[src/bpu_cfg_pkg.sv]
//////////////////////////////////////////////////////////////////////
// BPU configuration constants
// Address width, fetch width, table depths, reset PC, credit count
// and the widths derived from them
//////////////////////////////////////////////////////////////////////
`default_nettype none

package bpu_cfg_pkg;

    // Core sizes
    localparam int ADDR_WIDTH  = 32;
    localparam int FETCH_WIDTH = 4;
    localparam int FTB_DEPTH   = 64;
    localparam int BHT_DEPTH   = 256;
    localparam int FTQ_CREDITS = 4;
    localparam logic [ADDR_WIDTH-1:0] RESET_PC = 32'h0000_1000;

    // Counter row, reset to weakly not taken
    localparam int BHT_CTR_WIDTH = 2;
    localparam logic [BHT_CTR_WIDTH-1:0] BHT_CTR_INIT = 2'b01;

    // Derived widths
    localparam int SLOT_WIDTH      = $clog2(FETCH_WIDTH);
    localparam int BLOCK_OFF_WIDTH = SLOT_WIDTH + 2;
    localparam int FTB_IDX_WIDTH   = $clog2(FTB_DEPTH);
    localparam int BHT_IDX_WIDTH   = $clog2(BHT_DEPTH);
    localparam int TAG_WIDTH       = ADDR_WIDTH - FTB_IDX_WIDTH - BLOCK_OFF_WIDTH;
    localparam int LEN_WIDTH       = $clog2(FETCH_WIDTH + 1);
    localparam int CREDIT_WIDTH    = $clog2(FTQ_CREDITS + 1);

    // 4 KB page, cut blocks that start in the last line
    localparam int PAGE_OFF_WIDTH = 12;
    localparam logic [PAGE_OFF_WIDTH-1:0] PAGE_CUT_PC = 12'hFF0;

endpackage

`default_nettype wire

[src/bpu_types_pkg.sv]
//////////////////////////////////////////////////////////////////////
// BPU data types
// FTB entry, FTQ block, training meta, redirect and decoded PC,
// plus the PC decode used by the PC generator and both tables
//////////////////////////////////////////////////////////////////////
`default_nettype none

package bpu_types_pkg;

    import bpu_cfg_pkg::*;

    // One FTB row, one branch per fetch block
    typedef struct packed {
        logic                  valid;
        logic [TAG_WIDTH-1:0]  tag;
        logic [SLOT_WIDTH-1:0] slot;
        logic [ADDR_WIDTH-1:0] target;
    } ftb_entry_t;

    // Block sent to the FTQ
    typedef struct packed {
        logic                  valid;
        logic [ADDR_WIDTH-1:0] start_pc;
        logic [LEN_WIDTH-1:0]  length;
        logic                  taken;
        logic [ADDR_WIDTH-1:0] next_pc;
        logic                  is_cross_cacheline;
    } bpu_ftq_t;

    // Resolved branch coming back from the FTQ
    typedef struct packed {
        logic                  valid;
        logic [ADDR_WIDTH-1:0] pc;
        logic                  taken;
        logic [ADDR_WIDTH-1:0] target;
    } ftq_bpu_meta_t;

    // Back end redirect
    typedef struct packed {
        logic                  valid;
        logic [ADDR_WIDTH-1:0] pc;
    } ftq_redirect_t;

    // PC split into table index and tag
    typedef struct packed {
        logic [ADDR_WIDTH-1:0]    pc;
        logic [FTB_IDX_WIDTH-1:0] ftb_idx;
        logic [TAG_WIDTH-1:0]     ftb_tag;
        logic [BHT_IDX_WIDTH-1:0] bht_idx;
    } pc_dec_t;

    // Both tables index by block, so a branch and its block start share rows
    function automatic pc_dec_t decode_pc(input logic [ADDR_WIDTH-1:0] pc);
        pc_dec_t dec;
        dec.pc      = pc;
        dec.ftb_idx = pc[BLOCK_OFF_WIDTH +: FTB_IDX_WIDTH];
        dec.ftb_tag = pc[ADDR_WIDTH-1 -: TAG_WIDTH];
        dec.bht_idx = pc[BLOCK_OFF_WIDTH +: BHT_IDX_WIDTH];
        return dec;
    endfunction

endpackage

`default_nettype wire

[src/ftq_block_gen.sv]
//////////////////////////////////////////////////////////////////////
// FTQ block generator, result stage
// Block length, taken flag, next PC and the page-end cut
//////////////////////////////////////////////////////////////////////
`timescale 1ns/100ps
`default_nettype none

module ftq_block_gen (
    input  bpu_types_pkg::pc_dec_t     query_i,
    input  logic                       issue_ok_i,
    input  logic                       ftb_hit_i,
    input  bpu_types_pkg::ftb_entry_t  ftb_entry_i,
    input  logic                       taken_i,
    output bpu_types_pkg::bpu_ftq_t    block_o
);

    import bpu_cfg_pkg::*;
    import bpu_types_pkg::*;

    logic [SLOT_WIDTH-1:0]     word_off;
    logic [LEN_WIDTH-1:0]      words_left;
    logic [PAGE_OFF_WIDTH-1:0] page_bytes;
    logic [LEN_WIDTH-1:0]      page_words;
    logic                      is_cross_page;
    logic [LEN_WIDTH-1:0]      seq_len;
    logic [LEN_WIDTH-1:0]      br_len;
    logic                      br_taken;

    // Word position of the PC in its 16-byte line
    assign word_off   = query_i.pc[BLOCK_OFF_WIDTH-1:2];
    assign words_left = LEN_WIDTH'(FETCH_WIDTH) - LEN_WIDTH'(word_off);

    // Bytes up to the 4 KB boundary, only meaningful near page end
    assign page_bytes    = '0 - query_i.pc[PAGE_OFF_WIDTH-1:0];
    assign page_words    = LEN_WIDTH'(page_bytes >> 2);
    assign is_cross_page = query_i.pc[PAGE_OFF_WIDTH-1:0] > PAGE_CUT_PC;

    // Sequential block length
    always_comb begin
        seq_len = words_left;
        if (is_cross_page && (page_words < words_left)) begin
            seq_len = page_words;
        end
    end

    // Branch must sit at or after the block start
    assign br_taken = ftb_hit_i && taken_i && (ftb_entry_i.slot >= word_off);
    assign br_len   = LEN_WIDTH'(ftb_entry_i.slot) - LEN_WIDTH'(word_off) + LEN_WIDTH'(1);

    //////////////////////////////////////////////////////////////////////
    // Block assembly
    //////////////////////////////////////////////////////////////////////
    always_comb begin
        block_o.valid    = issue_ok_i;
        block_o.start_pc = query_i.pc;
        if (br_taken) begin
            block_o.length  = br_len;
            block_o.taken   = 1'b1;
            block_o.next_pc = ftb_entry_i.target;
        end else begin
            block_o.length  = seq_len;
            block_o.taken   = 1'b0;
            block_o.next_pc = query_i.pc + ADDR_WIDTH'({seq_len, 2'b00});
        end
        // Blocks stop at the line end, so never cross it
        block_o.is_cross_cacheline = 1'b0;
    end

endmodule

`default_nettype wire

[config.mk]
export PLATFORM = sky130hd
export DESIGN_NAME = ftq_block_gen
export DESIGN_NICKNAME = d
export VERILOG_FILES = /design/src/bpu_cfg_pkg.sv /design/src/bpu_types_pkg.sv /design/src/ftq_block_gen.sv
export SDC_FILE = /design/constraint.sdc
export NUM_CORES = 1
export LEC_CHECK = 0
export ABC_AREA = 1
export BUFFER_PORTS_ARGS = -buffer_cell sky130_fd_sc_hd__buf_4
export CORE_AREA = 2 2 77 79
export DETAILED_ROUTE_END_ITERATION = 10
export DIE_AREA = 0 0 79 81
export GPL_TIMING_DRIVEN = 0
export PLACE_DENSITY = 0.78
export SLEW_MARGIN = 20
export SYNTH_ARGS = -nofsm -noshare
export SYNTH_HDL_FRONTEND = slang
export SYNTH_SLANG_ARGS = --single-unit
export TNS_END_PERCENT = 30
[constraint.sdc]
create_clock -name vclk -period 5.17
set_input_delay 1.034 -clock vclk [all_inputs]
set_output_delay 1.034 -clock vclk [all_outputs]
set_load 0.01 [all_outputs]
==> metrics.md <==
| Metric | Value |
|---|---|
| Status | finished clean |
| Yosys warns | 0 |
| Internal | 0.000143 W |
| WHS | 2.25 ns |
| F_max | 197 MHz |
| Routed vias/inst | 4.51 |
| Final worst path period share | 98.3% |
| DIE WIDTH | 79 um |
| Via count | 2645 |
| Detailed-route wire length per cell | 11.3 um |
| GR Util All Layers | 18.7% |
| Ratio of cells with drive above 1 in the final layout | 42.7% |
| Maximum VDD drop | 0.0000503 V |
| CP arrival | 4.05 ns |
| First-pass GRT wire length | 10100 um |
| RD Place Congestion | 0.873 |
| Starting DRT DRC Count | 83 |
| Die Span Y | 81 um |
| IO buf count | 137 |
| Antenna violations before repair | 0 |
| Register area share after synthesis | 0% |
| Placed instance area | 3010 um2 |
| Final hold vios | 0 |
| Syn_area_per_cell | 5.11 um2 |
| Fin. max-slew vios | 0 |
| Post-DP HPWL | 5600 um |
| Mapped Cells | 369 |
| Cts hold-fix bufs | 0 |
| Critical path type | in2out |
| Register Area | 0 um2 |
| Synth Cell Area | 1890 um2 |
| Worst path top cell family by delay | simple AND/OR/NAND/NOR gates |
| Non-filler instance count after layout | 586 |
| Final setup fails | 0 |
| ANT cells | 0 |
| Top cells by area, synth | nand2_1 32%, buf_4 15%, ha_1 7.3% |
| Crit path max fanout | 5 |
| Data required time of the worst path | 4.14 ns |
| Vias in the first global route | 2368 |
| Syn Nets | 509 |
| Buffers plus inverters on the worst setup path | 5 |
| Net switching power | 0.000132 W |
| Hold crit path type | in2out |
| Critical path, cell by cell | buf_4 -> inv_2 -> nand3_2 -> xor2_2 -> inv_1 -> ha_1 -> a21oi_1 -> or2_2 -> nand2_2 -> nand2_1 -> nand2_1 -> inv_1 -> ha_2 -> fa_2 -> nand2_1 -> nand2_2 -> nand3_2 -> nor2_2 -> or2_2 -> nand3_1 -> nand2_1 -> buf_4 |
| Util after Layout | 54.3% |
| CP peak stage delay | 0.35 ns |
| FFs & Latches | 0 |
| Setup tns final | 0 ns |
| Fin crit period | 5.08 ns |
| Top-count cell post-synth | nand2_1 |
| Routed WL | 6600 um |
| Top cells by count, synth | 162 x nand2_1, 37 x buf_4, 33 x nor2_1 |
| Clock buffer count | 0 |
| Unique cell type count in the Yosys netlist | 24 |
| Top cell type by total area after synthesis | nand2_1 |
| GR Overflow Total | 0 |
| PwrDens | 89.2 nW/um2 |
| Starting Density | 33.2% |
| Switching Share | 47.9% |
| Placed cells | 581 |
| Row count | 28 |
| Die area | 6400 um2 |
| Critical path's slowest cell | fa_2 |
| Gate power share | 100.0% |
| Final ANT Viol Nets | 0 |
| Leak Pwr | 1.71 nW |
| Final Net Count | 653 |
| Crit. End Element | output port |
| Area Growth Syn to Fin | 63.5% |
| CP Launch Type | primary input |
| MaxCap Viol Count | 0 |
| Area share of the largest cell type after synthesis | 32.2% |
| RSZ-0062 raised after global routing | true |
| Clock Power Share | 0% |
| Pre-antenna DRT Iters | 4 |
| Core area | 5680 um2 |
| Most Frequent Cell on Critical Path | nand2_1 |
| Design area | 3080 um2 |
| Flop pwr share | 0% |
| IO Pins | 198 |
| Largest net degree at the start of global routing | 11 |
| DRC | 0 |
-- per-stage QoR --
step / total power [W] / worst slack, ns
floorplan: 0.000129 / 0.490
global placement: 0.000261 / 0.0268
detailed placement: 0.000266 / -0.0725
CTS: 0.000272 / 0.0485
global route: 0.000300 / -0.0357
finish: 0.000275 / 0.0904
-- path summary, 6_finish.rpt --
check | from | end | slack [ns] | cells past startpoint
max | query_i[38] | block_o[25] | 0.09 | 22
min | issue_ok_i | block_o[69] | 2.25 | 2
-- timing repair --
item,4_1_cts,5_1_grt
gates resized for setup,2,10
endpoints found under the hold margin,0,0
setup buffers,4,1
pin swaps,0,2
setup endpoints to repair,1,22
-- cell families after synthesis --
| family | count (synthesis) | share of synthesized area, % |
|---|---|---|
| xor+xnor | 13 | 6.03 |
| fa+ha+maj | 12 | 8.36 |
| compound gates | 18 | 5.57 |
| buf+inv | 75 | 22.6 |
| simple gates | 250 | 57.2 |
| other cells | 1 | 0.199 |
-- routing by layer --
metal | wire length, um | track usage [%]
met1 | 2690 | 23.1
met5 | 0 | 0
met4 | 36 | 1.55
met3 | 496 | 1.89
met2 | 3380 | 36.3
-- power by group through the flow --
| stage | logic, W | registers, W | clock network [W] |
|---|---|---|---|
| after floorplan | 0.000129 | 0 | 0 |
| after global placement | 0.000261 | 0 | 0 |
| after detailed placement | 0.000266 | 0 | 0 |
| after CTS | 0.000272 | 0 | 0 |
| after global routing | 0.000300 | 0 | 0 |
| final | 0.000275 | 0 | 0 |
-- cells in the final DEF, fill, tap and decap left out, types with 3 or more instances in the layout --
cell type / Yosys / layout
buf_2: 5 / 5
buf_4: 37 / 179
ha_1: 11 / 10
inv_1: 32 / 29
inv_2: 1 / 4
nand2_1: 162 / 160
nand2_2: 5 / 6
nand3_1: 25 / 22
nand3_2: 0 / 3
nand3b_1: 8 / 8
nand4_1: 3 / 3
nor2_1: 33 / 33
nor2_2: 6 / 6
nor2_4: 5 / 5
o21ai_0: 11 / 11
o21ai_2: 3 / 3
or2_2: 3 / 3
xnor2_1: 6 / 6
xor2_1: 7 / 6
-- area by class of cell --
cell class                 instances  area (um2)
buffer                            42         303
timing repair buffer             142        1070
fill                             602        2590
tap                               75        93.8
inverter                          33         124
multi-input combinational        294        1500
Note: power is estimated with default switching activity, not from simulation.
