<file path="src/bpu_cfg_pkg.sv">
//////////////////////////////////////////////////////////////////////
// BPU configuration constants
// Address width, fetch width, table depths, reset PC, credit count
// and the widths derived from them
//////////////////////////////////////////////////////////////////////
`default_nettype none

package bpu_cfg_pkg;

    // Core sizes
    localparam int ADDR_WIDTH  = 32;
    localparam int FETCH_WIDTH = 4;
    localparam int FTB_DEPTH   = 64;
    localparam int BHT_DEPTH   = 256;
    localparam int FTQ_CREDITS = 4;
    localparam logic [ADDR_WIDTH-1:0] RESET_PC = 32'h0000_1000;

    // Counter row, reset to weakly not taken
    localparam int BHT_CTR_WIDTH = 2;
    localparam logic [BHT_CTR_WIDTH-1:0] BHT_CTR_INIT = 2'b01;

    // Derived widths
    localparam int SLOT_WIDTH      = $clog2(FETCH_WIDTH);
    localparam int BLOCK_OFF_WIDTH = SLOT_WIDTH + 2;
    localparam int FTB_IDX_WIDTH   = $clog2(FTB_DEPTH);
    localparam int BHT_IDX_WIDTH   = $clog2(BHT_DEPTH);
    localparam int TAG_WIDTH       = ADDR_WIDTH - FTB_IDX_WIDTH - BLOCK_OFF_WIDTH;
    localparam int LEN_WIDTH       = $clog2(FETCH_WIDTH + 1);
    localparam int CREDIT_WIDTH    = $clog2(FTQ_CREDITS + 1);

    // 4 KB page, cut blocks that start in the last line
    localparam int PAGE_OFF_WIDTH = 12;
    localparam logic [PAGE_OFF_WIDTH-1:0] PAGE_CUT_PC = 12'hFF0;

endpackage

`default_nettype wire

</file>
<file path="src/bpu_types_pkg.sv">
//////////////////////////////////////////////////////////////////////
// BPU data types
// FTB entry, FTQ block, training meta, redirect and decoded PC,
// plus the PC decode used by the PC generator and both tables
//////////////////////////////////////////////////////////////////////
`default_nettype none

package bpu_types_pkg;

    import bpu_cfg_pkg::*;

    // One FTB row, one branch per fetch block
    typedef struct packed {
        logic                  valid;
        logic [TAG_WIDTH-1:0]  tag;
        logic [SLOT_WIDTH-1:0] slot;
        logic [ADDR_WIDTH-1:0] target;
    } ftb_entry_t;

    // Block sent to the FTQ
    typedef struct packed {
        logic                  valid;
        logic [ADDR_WIDTH-1:0] start_pc;
        logic [LEN_WIDTH-1:0]  length;
        logic                  taken;
        logic [ADDR_WIDTH-1:0] next_pc;
        logic                  is_cross_cacheline;
    } bpu_ftq_t;

    // Resolved branch coming back from the FTQ
    typedef struct packed {
        logic                  valid;
        logic [ADDR_WIDTH-1:0] pc;
        logic                  taken;
        logic [ADDR_WIDTH-1:0] target;
    } ftq_bpu_meta_t;

    // Back end redirect
    typedef struct packed {
        logic                  valid;
        logic [ADDR_WIDTH-1:0] pc;
    } ftq_redirect_t;

    // PC split into table index and tag
    typedef struct packed {
        logic [ADDR_WIDTH-1:0]    pc;
        logic [FTB_IDX_WIDTH-1:0] ftb_idx;
        logic [TAG_WIDTH-1:0]     ftb_tag;
        logic [BHT_IDX_WIDTH-1:0] bht_idx;
    } pc_dec_t;

    // Both tables index by block, so a branch and its block start share rows
    function automatic pc_dec_t decode_pc(input logic [ADDR_WIDTH-1:0] pc);
        pc_dec_t dec;
        dec.pc      = pc;
        dec.ftb_idx = pc[BLOCK_OFF_WIDTH +: FTB_IDX_WIDTH];
        dec.ftb_tag = pc[ADDR_WIDTH-1 -: TAG_WIDTH];
        dec.bht_idx = pc[BLOCK_OFF_WIDTH +: BHT_IDX_WIDTH];
        return dec;
    endfunction

endpackage

`default_nettype wire

</file>
<file path="src/bpu_pc_gen.sv">
//////////////////////////////////////////////////////////////////////
// BPU PC generator, decode stage
// Fetch PC register, FTQ credit counter and PC decode
//////////////////////////////////////////////////////////////////////
`timescale 1ns/100ps
`default_nettype none

module bpu_pc_gen (
    input  logic                                 clk,
    input  logic                                 rst_i,
    output logic                                 issue_ok_o,
    output bpu_types_pkg::pc_dec_t               pc_dec_o,
    input  logic [bpu_cfg_pkg::ADDR_WIDTH-1:0]   next_pc_i,
    input  logic                                 credit_return_i,
    input  bpu_types_pkg::ftq_redirect_t         redirect_i
);

    import bpu_cfg_pkg::*;
    import bpu_types_pkg::*;

    logic [ADDR_WIDTH-1:0]   pc_q;
    logic [CREDIT_WIDTH-1:0] credits_q;

    //////////////////////////////////////////////////////////////////////
    // Issue and credits
    //////////////////////////////////////////////////////////////////////

    // Issue needs a free FTQ slot and no redirect
    assign issue_ok_o = !rst_i && (credits_q != '0) && !redirect_i.valid;

    // Spend on issue and refill on return
    // Both in one cycle leave the count as is
    always_ff @(posedge clk) begin
        if (rst_i) begin
            credits_q <= CREDIT_WIDTH'(FTQ_CREDITS);
        end else if (issue_ok_o && !credit_return_i) begin
            credits_q <= credits_q - 1'b1;
        end else if (credit_return_i && !issue_ok_o) begin
            credits_q <= credits_q + 1'b1;
        end
    end

    //////////////////////////////////////////////////////////////////////
    // Fetch PC
    //////////////////////////////////////////////////////////////////////

    // Redirect first, then the predicted next PC, else hold
    always_ff @(posedge clk) begin
        if (rst_i) begin
            pc_q <= RESET_PC;
        end else if (redirect_i.valid) begin
            pc_q <= redirect_i.pc;
        end else if (issue_ok_o) begin
            pc_q <= next_pc_i;
        end
    end

    // Index and tag for the lookup tables
    assign pc_dec_o = decode_pc(pc_q);

    // FTQ never gets back more slots than it has
    a_credit_bound: assert property (@(posedge clk) disable iff (rst_i)
        credits_q <= CREDIT_WIDTH'(FTQ_CREDITS));

endmodule

`default_nettype wire

</file>
<file path="config.mk">
export PLATFORM = sky130hd
export DESIGN_NAME = bpu_pc_gen
export DESIGN_NICKNAME = d
export VERILOG_FILES = /design/src/bpu_cfg_pkg.sv /design/src/bpu_types_pkg.sv /design/src/bpu_pc_gen.sv
export SDC_FILE = /design/constraint.sdc
export NUM_CORES = 1
export LEC_CHECK = 0
export BUFFER_PORTS_ARGS = -buffer_cell sky130_fd_sc_hd__buf_2
export CAP_MARGIN = 10
export CELL_PAD_IN_SITES_DETAIL_PLACEMENT = 1
export CELL_PAD_IN_SITES_GLOBAL_PLACEMENT = 2
export CORE_ASPECT_RATIO = 0.9
export CORE_MARGIN = 8
export CORE_UTILIZATION = 20
export DETAILED_ROUTE_END_ITERATION = 10
export GPL_TIMING_DRIVEN = 0
export HOLD_SLACK_MARGIN = 0.03
export PLACE_DENSITY_LB_ADDON = 0.1
export SLEW_MARGIN = 25
export SYNTH_ARGS = -nofsm -noshare
export SYNTH_HDL_FRONTEND = slang
export SYNTH_SLANG_ARGS = --single-unit
</file>
<file path="constraint.sdc">
create_clock -name clk -period 2.3 [get_ports clk]
set_clock_uncertainty 0.15 [all_clocks]
set_input_delay 0.23 -clock clk [delete_from_list [all_inputs] [get_ports clk]]
set_output_delay 0.23 -clock clk [all_outputs]
set_load 0.02 [all_outputs]
</file>
==> results by group <==
Worst setup path
  – WS Path Type: in2reg
  – CP Max Fanout: 10
  – Crit path from: rst_i
  – Required time of the critical path: 2.31 ns
  – Setup crit end kind: register
  – Crit start category: primary input
  – CP Data Arrival Time: 2.20 ns
  – Reg-to-reg startpoint: credits_q[0]

STA
  – Final period util: 0.952
  – Final hold violation count: 0
  – TNS Setup: 0 ns
  – Setup WS post-layout: 0.110 ns
  – Fin crit period: about 2.2 ns
  – FMAX: 457 MHz
  – Unrepaired setup endpoints after global routing: false
  – Setup violators final: 0
  – Final Slew Violations: 0
  – Slew margin rel.: 0.722
  – Least-Margin Pin Slew: 0.417 ns
  – Hold WS: 0.0893 ns

Place
  – Post-placement cell area: around 0.0030 sq mm
  – Buffers on Ports: 135
  – Detail Placement HPWL: 6050 microns
  – Global placement routability congestion: 0.651
  – Placed cells: approximately 500
  – Dpl ws: -0.202 ns

Run status
  – Outcome: finished clean

Synth
  – Post-synth net total: 305
  – Synth top area cells: dfxtp_1 33%, mux2i_1 15%, buf_4 13%, nand2b_1 9.0%, or3_1 9.0%
  – Async S/R FF share, synth: 0
  – Xor/xnor share of the synthesized area: 0.00816
  – Most common library cells after synthesis: 38 x buf_4, 35 x dfxtp_1, 32 x mux2i_1
  – Synthesis-stage register bit count: 35
  – Distinct cells, synth: 25
  – Main combinational cell family by area after synthesis: simple AND/OR/NAND/NOR gates
  – Post-synth EDFFs: 0
  – Compound-cell area share of the yosys netlist: 0.0857
  – Synthesized instance count: 235
  – Warnings from Yosys: 0
  – Register area share after synthesis: 0.326
  – Synth Cell Area: 0.00215 sq mm
  – Multiplexer share of the synthesized area: 0.149
  – Leading area contributor after synthesis: dfxtp_1
  – Main synth FF type: dfxtp_1
  – Most numerous cell in the Yosys netlist: buf_4
  – Post-Synth Simple-Gate Area: 0.214
  – Adder-Cell Fraction of Synth Area: 0.0152
  – Average size of a mapped cell: 9.14 sq um
  – Share of the synthesized area in the top cell type: 0.326

Layout
  – Nets@finish: 447
  – Storage element area: 704 sq um
  – Filler Cells Inserted: 1284
  – Area delta synth->final: 47.0%
  – Area of the multi-input gates: 0.00103 sq mm
  – Share of layout cells above drive strength 1: 0.529
  – Non-filler cells, final: around 510
  – # diodes: 0
  – Finished layout cell area: 0.00316 sq mm

Power
  – Sw power: a little over 600 uW
  – Leakage power: around 1.6 nW
  – Cell Pwr Density: ~630 mW/mm^2
  – Clock share of power: 0.327
  – Maximum vdd drop: 0.000243 V
  – Sw Ratio: 0.314
  – Flop pwr share: 0.364
  – Cell-internal power: 1.36 mW
  – Combinational power share: 0.309

Global route
  – Largest net degree at the start of global routing: 11
  – Initial antenna violation count: 0
  – Vias in the first global route: 2212
  – Grt ovf: 0
  – First-pass GRT wire length: 11800 microns
  – GRT Total Usage: 0.104

Routing
  – Vias per cell: between 3 and 4
  – Avg WL per Cell: 14.6 microns
  – Detail Route Antenna Nets: 0
  – Residual DRC: 0
  – Vias: about 2000
  – DRT iter0 DRCs: 49
  – Routed Wire Length: 7470 microns
  – Drt first pass iters: 3

Floorplanning
  – Starting Density: 0.202
  – Die width: 125 microns
  – Core area: between 0.01 and 0.015 sq mm
  – Row count: 36
  – Vert. Die Dim: 114 microns
  – Full die area: 0.0143 sq mm
  – I/O pins: 137

Job
  – Max-Cap Viols: 0

Clock tree
  – Clock Latency Late Sink: 0.27 ns
  – Postcts setup bufs: 0
  – CTS tree: yes
  – Clock sink count: 35
  – Worst-path clk slew: 0.06 ns
  – Root buffer cell: clkbuf_16
  – Number of CTS-inserted buffers: 5
  – H-tree Lvls: 2
  – Clock Tree Buf Depth: 2

Hold path
  – Hold_sp: redirect_i[12]
  – Hold Path Class: in2reg
==> sequential cells by signal (all words and copies together), names as in the netlist <==
register,cells
pc_q,32
credits_q,3
==> final timing paths <==
check	endpoint	cells after the start	slack, ns
max	credits_q[2]	10	0.11
min reg2reg	pc_q[2]	2	0.31
min	pc_q[12]	3	0.09
max reg2reg	credits_q[2]	8	0.13
==> timing repair <==
item / 4_1_cts / 5_1_grt
gates resized for setup: 0 / 3
hold buffers: 0 / 0
setup endpoints to repair: 0 / 1
endpoints found under the hold margin: 0 / 0
==> per-layer routing <==
| layer | part of all wire | track usage | routed length, microns |
|---|---|---|---|
| met1 | 0.44 | 0.123 | 3260 |
| met2 | 0.50 | 0.179 | 3720 |
| met3 | 0.059 | 0.0317 | 439 |
| met4 | 0.0072 | 0.0316 | 54 |
| met5 | 0 | 0 | 0 |
==> stage by stage <==
stage / power [mW] / util
3_5_place_dp: 1.36 / 0.284
5_1_grt: 2.11 / 0.297
3_3_place_gp: 1.35 / 0.284
2_1_floorplan: 1.13 / -
4_1_cts: 2.03 / 0.296
6_report: 1.98 / 0.297
==> critical path, cell delays in order <==
cell	delay (ns)
buf_2	0.15
buf_4	0.18
buf_6	0.15
nor3_4	0.20
ha_2	0.23
inv_2	0.04
fa_2	0.34
xor2_1	0.18
o21ai_1	0.12
or3b_4	0.37
==> final cells by class <==
cell class	instances	area share
Buffer	53	0.134
Multi-Input combinational cell	143	0.327
Clock inverter	1	0.00159
Clock buffer	7	0.0420
Sequential cell	35	0.223
Timing Repair Buffer	135	0.214
Inverter	4	0.00476
Tap cell	133	0.0527
==> logic make-up (layout without fill, tap and decap cells) <==
logic type                 Yosys count  count (layout)
muxes                               32              32
and+or+nand+nor                     72              72
xor gates and xnor gates             2               2
adders and majority gates            2               2
AOI/OAI and AO/OA                   35              35
DFF                                 35              35
buffers and inverters               57             200
==> power groups by stage <==
stage	clock network [mW]	logic (mW)	registers [mW]
floorplan	0	0.345	0.789
global placement	0	0.621	0.733
detailed placement	0	0.624	0.736
CTS	0.683	0.626	0.722
global route	0.709	0.671	0.733
finish	0.648	0.611	0.721
==> layout by cell type (no fill, tap or decap), drive strengths merged, types with 2 or more instances in the layout <==
cell / n
buf: 182
clkbuf: 13
dfxtp: 35
inv: 4
mux2i: 32
nand2b: 31
nor2: 4
nor3: 3
o21ai: 32
or3: 31
xor2: 2
Note: power is estimated with default switching activity, not from simulation.
